`src/hdl/cp0_pkg.sv`:
```
package cp0_pkg;

	localparam int TLBNUM = 16;
	localparam int TLB_IDX_W = 4;

	// cp0 register numbers, select 0
	localparam logic [4:0] REG_INDEX    = 5'd0;
	localparam logic [4:0] REG_ENTRYLO0 = 5'd2;
	localparam logic [4:0] REG_ENTRYLO1 = 5'd3;
	localparam logic [4:0] REG_BADVADDR = 5'd8;
	localparam logic [4:0] REG_COUNT    = 5'd9;
	localparam logic [4:0] REG_ENTRYHI  = 5'd10;
	localparam logic [4:0] REG_COMPARE  = 5'd11;
	localparam logic [4:0] REG_STATUS   = 5'd12;
	localparam logic [4:0] REG_CAUSE    = 5'd13;
	localparam logic [4:0] REG_EPC      = 5'd14;

	// register slots inside each block
	localparam logic [1:0] IDX_BADVADDR = 2'd0;
	localparam logic [1:0] IDX_STATUS   = 2'd1;
	localparam logic [1:0] IDX_CAUSE    = 2'd2;
	localparam logic [1:0] IDX_EPC      = 2'd3;
	localparam logic [1:0] IDX_COUNT    = 2'd0;
	localparam logic [1:0] IDX_COMPARE  = 2'd1;
	localparam logic [1:0] IDX_INDEX    = 2'd0;
	localparam logic [1:0] IDX_ENTRYLO0 = 2'd1;
	localparam logic [1:0] IDX_ENTRYLO1 = 2'd2;
	localparam logic [1:0] IDX_ENTRYHI  = 2'd3;

	localparam int EXC_W = 15;

	// bit positions in the exception type vector
	localparam int EXB_INT            = 14;
	localparam int EXB_ADEL_IF        = 13;
	localparam int EXB_ADEL_LD        = 12;
	localparam int EXB_ADES           = 11;
	localparam int EXB_SYS            = 10;
	localparam int EXB_BP             = 9;
	localparam int EXB_RI             = 8;
	localparam int EXB_OV             = 7;
	localparam int EXB_TLBL_REFILL_IF = 6;
	localparam int EXB_TLBL_INVAL_IF  = 5;
	localparam int EXB_TLBL_REFILL_LD = 4;
	localparam int EXB_TLBL_INVAL_LD  = 3;
	localparam int EXB_TLBS_REFILL    = 2;
	localparam int EXB_TLBS_INVAL     = 1;
	localparam int EXB_MOD            = 0;

	localparam logic [4:0] EXC_INT  = 5'h00;
	localparam logic [4:0] EXC_MOD  = 5'h01;
	localparam logic [4:0] EXC_TLBL = 5'h02;
	localparam logic [4:0] EXC_TLBS = 5'h03;
	localparam logic [4:0] EXC_ADEL = 5'h04;
	localparam logic [4:0] EXC_ADES = 5'h05;
	localparam logic [4:0] EXC_SYS  = 5'h08;
	localparam logic [4:0] EXC_BP   = 5'h09;
	localparam logic [4:0] EXC_RI   = 5'h0a;
	localparam logic [4:0] EXC_OV   = 5'h0c;

	typedef struct packed {
		logic [18:0] vpn2;
		logic [7:0]  asid;
		logic        g;
		logic [19:0] pfn0;
		logic [2:0]  c0;
		logic        d0;
		logic        v0;
		logic [19:0] pfn1;
		logic [2:0]  c1;
		logic        d1;
		logic        v1;
	} tlb_entry_t;

	typedef enum logic [1:0] {
		TLBOP_NONE,
		TLBOP_TLBP,
		TLBOP_TLBR,
		TLBOP_TLBWI
	} tlb_op_e;

endpackage

```
`src/hdl/cp0_intf.sv`:
```
`timescale 1ns/1ns

interface csr_if;
	logic        sel;
	logic [1:0]  idx;
	logic        wen;
	logic [31:0] wdata;
	logic [31:0] rdata;

	modport ctrl (
		output sel,
		output idx,
		output wen,
		output wdata,
		input  rdata
	);

	modport blk (
		input  sel,
		input  idx,
		input  wen,
		input  wdata,
		output rdata
	);
endinterface

interface tlb_port_if;
	import cp0_pkg::*;

	logic                 probe;
	logic                 read;
	logic                 write;
	logic                 tlb_exc;
	logic [31:0]          bad_vaddr;
	logic [18:0]          entryhi_vpn2;
	logic [7:0]           entryhi_asid;
	logic [TLB_IDX_W-1:0] index;
	tlb_entry_t           wentry;
	logic                 probe_hit;
	logic [TLB_IDX_W-1:0] probe_idx;
	tlb_entry_t           rentry;

	modport ctrl (
		output probe,
		output read,
		output write,
		output tlb_exc,
		output bad_vaddr
	);

	modport regs (
		input  probe,
		input  read,
		input  tlb_exc,
		input  bad_vaddr,
		input  probe_hit,
		input  probe_idx,
		input  rentry,
		output entryhi_vpn2,
		output entryhi_asid,
		output index,
		output wentry
	);

	modport array (
		input  probe,
		input  write,
		input  entryhi_vpn2,
		input  entryhi_asid,
		input  index,
		input  wentry,
		output probe_hit,
		output probe_idx,
		output rentry
	);
endinterface

```
`src/hdl/exc_ctrl.sv`:
```
`timescale 1ns/1ns

module exc_ctrl (
	input  logic                      clk,
	input  logic                      rst,
	input  logic [7:0]                cp0_addr,
	input  logic                      cp0_wen,
	input  logic [31:0]               cp0_wdata,
	output logic [31:0]               cp0_rdata,
	input  logic [cp0_pkg::EXC_W-1:0] exc_type,
	input  cp0_pkg::tlb_op_e          tlb_op,
	input  logic [31:0]               bad_vaddr,
	input  logic                      exl,
	csr_if.ctrl                       st_bus,
	csr_if.ctrl                       tm_bus,
	csr_if.ctrl                       tlb_bus,
	tlb_port_if.ctrl                  tlb,
	output logic                      exc_valid,
	output logic [4:0]                exccode,
	output logic                      badvaddr_wen
);
	import cp0_pkg::*;

	// one-hot block in [4:2], slot in [1:0]
	logic [4:0] dec;
	logic       tlb_if_exc;
	logic       tlb_ld_exc;
	logic       tlb_st_exc;
	logic       tlb_any;
	logic       tlb_go;

	always_comb begin
		dec = 5'b0;
		if (cp0_addr[2:0] == 3'd0) begin
			case (cp0_addr[7:3])
				REG_BADVADDR: dec = {3'b001, IDX_BADVADDR};
				REG_STATUS:   dec = {3'b001, IDX_STATUS};
				REG_CAUSE:    dec = {3'b001, IDX_CAUSE};
				REG_EPC:      dec = {3'b001, IDX_EPC};
				REG_COUNT:    dec = {3'b010, IDX_COUNT};
				REG_COMPARE:  dec = {3'b010, IDX_COMPARE};
				REG_INDEX:    dec = {3'b100, IDX_INDEX};
				REG_ENTRYLO0: dec = {3'b100, IDX_ENTRYLO0};
				REG_ENTRYLO1: dec = {3'b100, IDX_ENTRYLO1};
				REG_ENTRYHI:  dec = {3'b100, IDX_ENTRYHI};
				default:      dec = 5'b0;
			endcase
		end
	end

	assign st_bus.sel  = dec[2];
	assign tm_bus.sel  = dec[3];
	assign tlb_bus.sel = dec[4];

	assign st_bus.idx  = dec[1:0];
	assign tm_bus.idx  = dec[1:0];
	assign tlb_bus.idx = dec[1:0];

	// a committing exception blocks software writes
	assign st_bus.wen  = dec[2] && cp0_wen && !exc_valid;
	assign tm_bus.wen  = dec[3] && cp0_wen && !exc_valid;
	assign tlb_bus.wen = dec[4] && cp0_wen && !exc_valid;

	assign st_bus.wdata  = cp0_wdata;
	assign tm_bus.wdata  = cp0_wdata;
	assign tlb_bus.wdata = cp0_wdata;

	// unmapped numbers read as zero
	assign cp0_rdata = {32{st_bus.sel}} & st_bus.rdata
		| {32{tm_bus.sel}} & tm_bus.rdata
		| {32{tlb_bus.sel}} & tlb_bus.rdata;

	assign tlb_if_exc = exc_type[EXB_TLBL_REFILL_IF] || exc_type[EXB_TLBL_INVAL_IF];
	assign tlb_ld_exc = exc_type[EXB_TLBL_REFILL_LD] || exc_type[EXB_TLBL_INVAL_LD];
	assign tlb_st_exc = exc_type[EXB_TLBS_REFILL] || exc_type[EXB_TLBS_INVAL];
	assign tlb_any    = tlb_if_exc || tlb_ld_exc || tlb_st_exc || exc_type[EXB_MOD];

	assign exc_valid = |exc_type;
	assign badvaddr_wen = exc_type[EXB_ADEL_IF] || exc_type[EXB_ADEL_LD]
		|| exc_type[EXB_ADES] || tlb_any;

	// fetch faults first, then decode/execute, then memory stage
	always_comb begin
		if (exc_type[EXB_INT])
			exccode = EXC_INT;
		else if (exc_type[EXB_ADEL_IF])
			exccode = EXC_ADEL;
		else if (tlb_if_exc)
			exccode = EXC_TLBL;
		else if (exc_type[EXB_RI])
			exccode = EXC_RI;
		else if (exc_type[EXB_SYS])
			exccode = EXC_SYS;
		else if (exc_type[EXB_BP])
			exccode = EXC_BP;
		else if (exc_type[EXB_OV])
			exccode = EXC_OV;
		else if (exc_type[EXB_ADEL_LD])
			exccode = EXC_ADEL;
		else if (exc_type[EXB_ADES])
			exccode = EXC_ADES;
		else if (tlb_ld_exc)
			exccode = EXC_TLBL;
		else if (tlb_st_exc)
			exccode = EXC_TLBS;
		else
			exccode = EXC_MOD;
	end

	assign tlb_go = !exc_valid && !exl;

	assign tlb.probe     = tlb_go && (tlb_op == TLBOP_TLBP);
	assign tlb.read      = tlb_go && (tlb_op == TLBOP_TLBR);
	assign tlb.write     = tlb_go && (tlb_op == TLBOP_TLBWI);
	assign tlb.tlb_exc   = tlb_any;
	assign tlb.bad_vaddr = bad_vaddr;

	a_no_tlb_on_exc: assert property (@(posedge clk) disable iff (rst)
		exc_valid |-> !(tlb.probe || tlb.read || tlb.write));

endmodule

```
`src/hdl/cp0_status_regs.sv`:
```
`timescale 1ns/1ns

module cp0_status_regs (
	input  logic        clk,
	input  logic        rst,
	input  logic [31:0] pc,
	input  logic        is_slot,
	input  logic [31:0] bad_vaddr,
	input  logic        eret,
	input  logic [5:0]  int_num,
	input  logic        exc_valid,
	input  logic [4:0]  exccode,
	input  logic        badvaddr_wen,
	input  logic        timer_int,
	csr_if.blk          bus,
	output logic [31:0] epc,
	output logic        exl,
	output logic        int_happen
);
	import cp0_pkg::*;

	logic [7:0]  im;
	logic        ie;
	logic        bd;
	logic [5:0]  ip_hw;
	logic [1:0]  ip_sw;
	logic [4:0]  cause_exccode;
	logic [31:0] badvaddr;
	logic [7:0]  ip;
	logic [31:0] status;
	logic [31:0] cause;
	logic        status_wr;
	logic        cause_wr;
	logic        epc_wr;
	logic        first_exc;

	assign status_wr = bus.wen && bus.idx == IDX_STATUS;
	assign cause_wr  = bus.wen && bus.idx == IDX_CAUSE;
	assign epc_wr    = bus.wen && bus.idx == IDX_EPC;

	// nested exceptions keep the first EPC and BD
	assign first_exc = exc_valid && !exl;

	always_ff @(posedge clk) begin
		if (rst) begin
			exl <= 1'b0;
			ie  <= 1'b0;
			im  <= 8'h0;
		end else begin
			if (exc_valid)
				exl <= 1'b1;
			else if (eret)
				exl <= 1'b0;
			else if (status_wr)
				exl <= bus.wdata[1];
			if (status_wr) begin
				ie <= bus.wdata[0];
				im <= bus.wdata[15:8];
			end
		end
	end

	always_ff @(posedge clk) begin
		if (rst) begin
			bd            <= 1'b0;
			cause_exccode <= 5'h0;
			ip_hw         <= 6'h0;
			ip_sw         <= 2'h0;
		end else begin
			if (first_exc)
				bd <= is_slot;
			if (exc_valid)
				cause_exccode <= exccode;
			// timer shares ip7 with hw line 5
			ip_hw <= {int_num[5] | timer_int, int_num[4:0]};
			if (cause_wr)
				ip_sw <= bus.wdata[9:8];
		end
	end

	always_ff @(posedge clk) begin
		if (first_exc)
			epc <= is_slot ? pc - 32'd4 : pc;
		else if (epc_wr)
			epc <= bus.wdata;
		if (badvaddr_wen)
			badvaddr <= bad_vaddr;
	end

	assign ip     = {ip_hw, ip_sw};
	assign status = {9'h0, 1'b1, 6'h0, im, 6'h0, exl, ie};
	assign cause  = {bd, timer_int, 14'h0, ip, 1'b0, cause_exccode, 2'b0};

	always_comb begin
		case (bus.idx)
			IDX_BADVADDR: bus.rdata = badvaddr;
			IDX_STATUS:   bus.rdata = status;
			IDX_CAUSE:    bus.rdata = cause;
			default:      bus.rdata = epc;
		endcase
	end

	assign int_happen = !exl && ie && (|(im & ip));

	a_exc_sets_exl: assert property (@(posedge clk) disable iff (rst)
		exc_valid |=> exl);

endmodule

```
`src/hdl/cp0_timer.sv`:
```
`timescale 1ns/1ns

module cp0_timer (
	input  logic clk,
	input  logic rst,
	csr_if.blk   bus,
	output logic timer_int
);
	import cp0_pkg::*;

	// bit 0 is the half-rate prescaler
	logic [32:0] count;
	logic [31:0] compare;
	logic        ti;
	logic        compare_wr;

	assign compare_wr = bus.wen && bus.idx == IDX_COMPARE;

	always_ff @(posedge clk) begin
		if (rst)
			count <= 33'h0;
		else if (bus.wen && bus.idx == IDX_COUNT)
			count <= {bus.wdata, 1'b0};
		else
			count <= count + 33'd1;
	end

	always_ff @(posedge clk) begin
		if (rst)
			compare <= 32'hffff_ffff;
		else if (compare_wr)
			compare <= bus.wdata;
	end

	always_ff @(posedge clk) begin
		if (rst)
			ti <= 1'b0;
		else if (compare_wr)
			ti <= 1'b0;
		else if (count[32:1] == compare)
			ti <= 1'b1;
	end

	assign timer_int = ti;
	assign bus.rdata = (bus.idx == IDX_COMPARE) ? compare : count[32:1];

endmodule

```
`src/hdl/cp0_tlb_regs.sv`:
```
`timescale 1ns/1ns

module cp0_tlb_regs (
	input  logic clk,
	input  logic rst,
	csr_if.blk   bus,
	tlb_port_if.regs tlb
);
	import cp0_pkg::*;

	logic                 index_p;
	logic [TLB_IDX_W-1:0] index_v;
	logic [18:0]          vpn2;
	logic [7:0]           asid;
	// {pfn, c, d, v, g}
	logic [25:0]          lo0;
	logic [25:0]          lo1;

	always_ff @(posedge clk) begin
		if (rst) begin
			index_p <= 1'b0;
			index_v <= '0;
		end else if (tlb.probe) begin
			index_p <= !tlb.probe_hit;
			index_v <= tlb.probe_hit ? tlb.probe_idx : '0;
		end else if (bus.wen && bus.idx == IDX_INDEX) begin
			index_v <= bus.wdata[TLB_IDX_W-1:0];
		end
	end

	always_ff @(posedge clk) begin
		if (tlb.tlb_exc) begin
			vpn2 <= tlb.bad_vaddr[31:13];
		end else if (tlb.read) begin
			vpn2 <= tlb.rentry.vpn2;
			asid <= tlb.rentry.asid;
		end else if (bus.wen && bus.idx == IDX_ENTRYHI) begin
			vpn2 <= bus.wdata[31:13];
			asid <= bus.wdata[7:0];
		end
	end

	always_ff @(posedge clk) begin
		if (tlb.read) begin
			lo0 <= {tlb.rentry.pfn0, tlb.rentry.c0, tlb.rentry.d0, tlb.rentry.v0,
				tlb.rentry.g};
			lo1 <= {tlb.rentry.pfn1, tlb.rentry.c1, tlb.rentry.d1, tlb.rentry.v1,
				tlb.rentry.g};
		end else begin
			if (bus.wen && bus.idx == IDX_ENTRYLO0)
				lo0 <= bus.wdata[25:0];
			if (bus.wen && bus.idx == IDX_ENTRYLO1)
				lo1 <= bus.wdata[25:0];
		end
	end

	assign tlb.entryhi_vpn2 = vpn2;
	assign tlb.entryhi_asid = asid;
	assign tlb.index        = index_v;

	// global only when both halves say so
	assign tlb.wentry = '{
		vpn2: vpn2, asid: asid, g: lo0[0] & lo1[0],
		pfn0: lo0[25:6], c0: lo0[5:3], d0: lo0[2], v0: lo0[1],
		pfn1: lo1[25:6], c1: lo1[5:3], d1: lo1[2], v1: lo1[1]
	};

	always_comb begin
		case (bus.idx)
			IDX_INDEX:    bus.rdata = {index_p, {(31 - TLB_IDX_W){1'b0}}, index_v};
			IDX_ENTRYLO0: bus.rdata = {6'h0, lo0};
			IDX_ENTRYLO1: bus.rdata = {6'h0, lo1};
			default:      bus.rdata = {vpn2, 5'h0, asid};
		endcase
	end

endmodule

```
`src/hdl/tlb_array.sv`:
```
`timescale 1ns/1ns

module tlb_array (
	input  logic      clk,
	input  logic      rst,
	tlb_port_if.array tlb
);
	import cp0_pkg::*;

	tlb_entry_t           mem [TLBNUM];
	logic [TLBNUM-1:0]    valid;
	logic [TLBNUM-1:0]    match;
	logic [TLB_IDX_W-1:0] hit_idx;

	always_ff @(posedge clk) begin
		if (tlb.write)
			mem[tlb.index] <= tlb.wentry;
	end

	// entries never written stay out of the probe
	always_ff @(posedge clk) begin
		if (rst)
			valid <= '0;
		else if (tlb.write)
			valid[tlb.index] <= 1'b1;
	end

	always_comb begin
		for (int i = 0; i < TLBNUM; i++) begin
			match[i] = valid[i]
				&& mem[i].vpn2 == tlb.entryhi_vpn2
				&& (mem[i].g || mem[i].asid == tlb.entryhi_asid);
		end
	end

	// entries are unique, so an OR of indexes encodes the hit
	always_comb begin
		hit_idx = '0;
		for (int i = 0; i < TLBNUM; i++) begin
			if (match[i])
				hit_idx = hit_idx | TLB_IDX_W'(i);
		end
	end

	assign tlb.probe_hit = |match;
	assign tlb.probe_idx = hit_idx;
	assign tlb.rentry    = mem[tlb.index];

	a_probe_unique: assert property (@(posedge clk) disable iff (rst)
		tlb.probe |-> $onehot0(match));

endmodule

```
`src/hdl/cp0_top.sv`:
```
`timescale 1ns/1ns

module cp0_top (
	input  logic                      clk,
	input  logic                      rst,
	input  logic [7:0]                cp0_addr,
	input  logic                      cp0_wen,
	input  logic [31:0]               cp0_wdata,
	output logic [31:0]               cp0_rdata,
	input  logic [cp0_pkg::EXC_W-1:0] exc_type,
	input  logic [31:0]               pc,
	input  logic                      is_slot,
	input  logic [31:0]               bad_vaddr,
	input  logic                      eret,
	input  logic [5:0]                int_num,
	input  cp0_pkg::tlb_op_e          tlb_op,
	output logic [31:0]               epc,
	output logic                      int_happen
);

	logic       exc_valid;
	logic [4:0] exccode;
	logic       badvaddr_wen;
	logic       timer_int;
	logic       exl;

	csr_if      st_bus ();
	csr_if      tm_bus ();
	csr_if      tlb_bus ();
	tlb_port_if tlb_port ();

	exc_ctrl u_exc_ctrl (
		.clk          (clk),
		.rst          (rst),
		.cp0_addr     (cp0_addr),
		.cp0_wen      (cp0_wen),
		.cp0_wdata    (cp0_wdata),
		.cp0_rdata    (cp0_rdata),
		.exc_type     (exc_type),
		.tlb_op       (tlb_op),
		.bad_vaddr    (bad_vaddr),
		.exl          (exl),
		.st_bus       (st_bus.ctrl),
		.tm_bus       (tm_bus.ctrl),
		.tlb_bus      (tlb_bus.ctrl),
		.tlb          (tlb_port.ctrl),
		.exc_valid    (exc_valid),
		.exccode      (exccode),
		.badvaddr_wen (badvaddr_wen)
	);

	cp0_status_regs u_status (
		.clk          (clk),
		.rst          (rst),
		.pc           (pc),
		.is_slot      (is_slot),
		.bad_vaddr    (bad_vaddr),
		.eret         (eret),
		.int_num      (int_num),
		.exc_valid    (exc_valid),
		.exccode      (exccode),
		.badvaddr_wen (badvaddr_wen),
		.timer_int    (timer_int),
		.bus          (st_bus.blk),
		.epc          (epc),
		.exl          (exl),
		.int_happen   (int_happen)
	);

	cp0_timer u_timer (
		.clk       (clk),
		.rst       (rst),
		.bus       (tm_bus.blk),
		.timer_int (timer_int)
	);

	cp0_tlb_regs u_tlb_regs (
		.clk (clk),
		.rst (rst),
		.bus (tlb_bus.blk),
		.tlb (tlb_port.regs)
	);

	tlb_array u_tlb_array (
		.clk (clk),
		.rst (rst),
		.tlb (tlb_port.array)
	);

endmodule

```
`config.mk`:
```
export PLATFORM = sky130hd
export DESIGN_NAME = cp0_top
export DESIGN_NICKNAME = d
export VERILOG_FILES = /design/src/hdl/cp0_pkg.sv /design/src/hdl/cp0_intf.sv /design/src/hdl/exc_ctrl.sv /design/src/hdl/cp0_status_regs.sv /design/src/hdl/cp0_timer.sv /design/src/hdl/cp0_tlb_regs.sv /design/src/hdl/tlb_array.sv /design/src/hdl/cp0_top.sv
export SDC_FILE = /design/constraint.sdc
export NUM_CORES = 2
export LEC_CHECK = 0
export BUFFER_PORTS_ARGS = -buffer_cell sky130_fd_sc_hd__buf_2
export CAP_MARGIN = 20
export CORE_ASPECT_RATIO = 0.6
export CORE_MARGIN = 3
export CORE_UTILIZATION = 60
export DETAILED_ROUTE_END_ITERATION = 8
export PLACE_DENSITY = 0.77
export SLEW_MARGIN = 20
export SYNTH_ARGS = -nofsm -noshare
export SYNTH_HDL_FRONTEND = slang
export SYNTH_HIERARCHICAL = 1
export SYNTH_SLANG_ARGS = --single-unit
```
`constraint.sdc`:
```
create_clock -name clk -period 9.3 [get_ports clk]
set_input_delay 0.465 -clock clk [delete_from_list [all_inputs] [get_ports clk]]
set_output_delay 0.465 -clock clk [all_outputs]
set_load 0.1 [all_outputs]
```
==> summary.txt <==
Clocking
  – Setup bufs post-CTS: 0
  – Clk_lat worst skew: 0.78 ns
  – CTS root buf: clkbuf_16
  – CTS tree: yes
  – Cts hold-fix bufs: 47
  – H-Tree Depth: 4
  – Sink Count: roughly 1.5k
  – PostCTS Resize Cnt: 0
  – Number of buffers created by CTS: between 100 and 150
  – CTS Buffer Depth: 3
  – Clock edge transition at the registers on the reported setup and hold paths: ~0.070 ns

Route
  – DRT Pass-1 Iters: 7
  – Antenna-violating nets left: 0
  – Via count: about 40k
  – DR iter-0 viols: just over 7k
  – DRC Markers: 0
  – Post-Route WL: 195 mm
  – Avg WL per Cell: around 34 um
  – Vias per inst: about 7

Timing
  – Fin crit share: between 50 and 60%
  – Count of final setup violators: 0
  – Pins Over Slew Limit: 0
  – Fin Setup TNS: 0 ns
  – RSZ-0062 raised after global routing: false
  – Final Hold Fails: 0
  – Final min period: between 4 and 5 ns
  – Maximum clock frequency: 200 MHz
  – Clk_skew: about 0.026 ns
  – Slew @ Worst Pin: 1.28 ns
  – Slew headroom: 14.2%

Cells and area
  – Final nets: 4279
  – Area growth, synth to finish: 8.29%
  – Most frequent cells in the layout: edfxtp_1, mux4_2, nand2_1, xor2_1, buf_2
  – Commonest non-fill, non-tap cell in the layout: edfxtp_1
  – Share of layout cells above drive strength 1: approximately 23%

Setup path
  – Critical R2R Launch: u_tlb_regs/tlb.entryhi_vpn2[17]$_DFFE_PP_
  – Worst Path Arrival: about 4.5 ns
  – Crit. Startpoint: cp0_addr[7]
  – Kind of critical path: input port to output port
  – Crit end category: output port
  – R2R cell count: 11
  – Crit path launch type: input port
  – Required time worst endpoint: a little under 9 ns
  – Reg2reg setup slack: about 5.2 ns
  – Worst-path fanout max: 36
  – R2R Path End: u_tlb_regs/tlb.index[0]$_SDFFE_PP0P_

Synthesis
  – Netlist Area Pre-Place: slightly below 0.07 mm^2
  – Syn Area/Cell: about 16 um^2
  – Yosys warnings: 6
  – Post-synthesis cell count: 4118
  – Synthesized Nets: ~4.3k

Global routing
  – GRT Util Overall: 33.2%
  – First-pass GRT wire length: 274 mm
  – Global route total overflow: 0
  – Vias in the first global route: 37.0k
  – Largest net degree at the start of global routing: about 120
  – Initial antenna violation count: 18

Floorplan
  – Boundary Pins: between 150 and 200
  – Die height: 266 um
  – Die width: between 400 and 500 um
  – Initial Utilization: between 60% and 70%
  – Core Footprint: around 0.11 mm^2
  – Die area: between 0.1 and 0.15 mm^2
  – Row cnt: 94

Hold path
  – Worst min-delay path class: input port to flip-flop
  – Hold Path Origin: cp0_wdata[17]
  – Hold EP: u_timer/compare[17]$_SDFFE_PP1P_
  – Hold Path Depth: 3

Power
  – Power consumption: around 13 mW
  – Lkg Pwr: 23.5 nW
  – Pwr Density: around 180 mW/mm^2
  – Worst vdd ir: between 0.00015 and 0.0002 V

Placement
  – Final HPWL DP: ~130 mm
  – Port-buffer cells: around 200
  – GPL Wtd Cong: 0.944

Run status
  – Status: finished, final reports clean

Run
  – Total of max-cap violations: 0
==> how the worst max path moves through the flow <==
stage	endpoint	depth (start not counted)	slack [ns]
6_report	cp0_rdata[26]	11	4.31
3_5_place_dp	cp0_rdata[24]	10	4.46
2_1_floorplan	u_tlb_array/mem[0][0]$_DFFE_PP_	5	1.14
4_1_cts	cp0_rdata[24]	10	4.45
5_1_grt	cp0_rdata[27]	11	4.26
3_3_place_gp	u_tlb_array/mem[15][32]$_DFFE_PP_	8	4.14
==> stage by stage <==
stage	cell area (um^2)	hold WS (ns)	setup WS, ns	std cells	util [%]
after floorplan	67500	0.434	1.14	4118	-
after CTS	73000	0.00499	4.45	5733	66.0
after global placement	68300	0.449	4.14	5444	61.8
final	73000	0.0606	4.31	5746	66.1
after global routing	73000	0.0531	4.26	5741	66.1
after detailed placement	68300	0.458	4.46	5445	61.8
==> registers in the layout, indices dropped and copies added (netlist names), 2 cells and up <==
signal,count
u_tlb_array/mem,1248
u_timer/count,33
u_status/badvaddr,32
u_status/epc,32
u_timer/compare,32
u_tlb_regs/lo0,26
u_tlb_regs/lo1,26
u_tlb_regs/tlb.entryhi_vpn2,19
u_tlb_array/valid,16
u_status/im,8
u_tlb_regs/tlb.entryhi_asid,8
u_status/ip_hw,6
u_status/cause_exccode,5
u_tlb_regs/tlb.index,4
u_status/ip_sw,2
==> worst max-delay path: stages <==
cell	delay, ns
buf_2	0.11
or4_4	0.77
nor2_4	0.86
nor2b_2	0.47
buf_4	0.40
nand2_1	0.11
nand2_1	0.08
inv_1	0.04
nor3_1	0.54
a221o_1	0.21
buf_2	0.42
==> metal layers <==
metal | track usage, % | wire length (um)
met5 | 0 | 69
met4 | 11.4 | 6940
met3 | 13.9 | 35200
met2 | 43.0 | 78000
met1 | 50.8 | 74600
==> final cells by class <==
type / instances / area [um^2]
fill: 7271 / 37500
multi-input combinational: 2123 / 20600
antenna: 13 / 32.5
clock buffer: 181 / 3620
sequential: 1502 / 44000
clock inverter: 60 / 616
timing repair buffer: 331 / 2140
tap: 1488 / 1860
inverter: 48 / 185
==> power breakdown <==
| group | internal, mW | leakage, nW | switching (mW) |
|---|---|---|---|
| logic | 0.129 | 7.88 | 0.334 |
| registers | 7.33 | 13.5 | 0.0377 |
| clock network | 2.97 | 2.07 | 2.53 |
| total | 10.4 | 23.5 | 2.90 |
(Power assumes the default switching activity.)
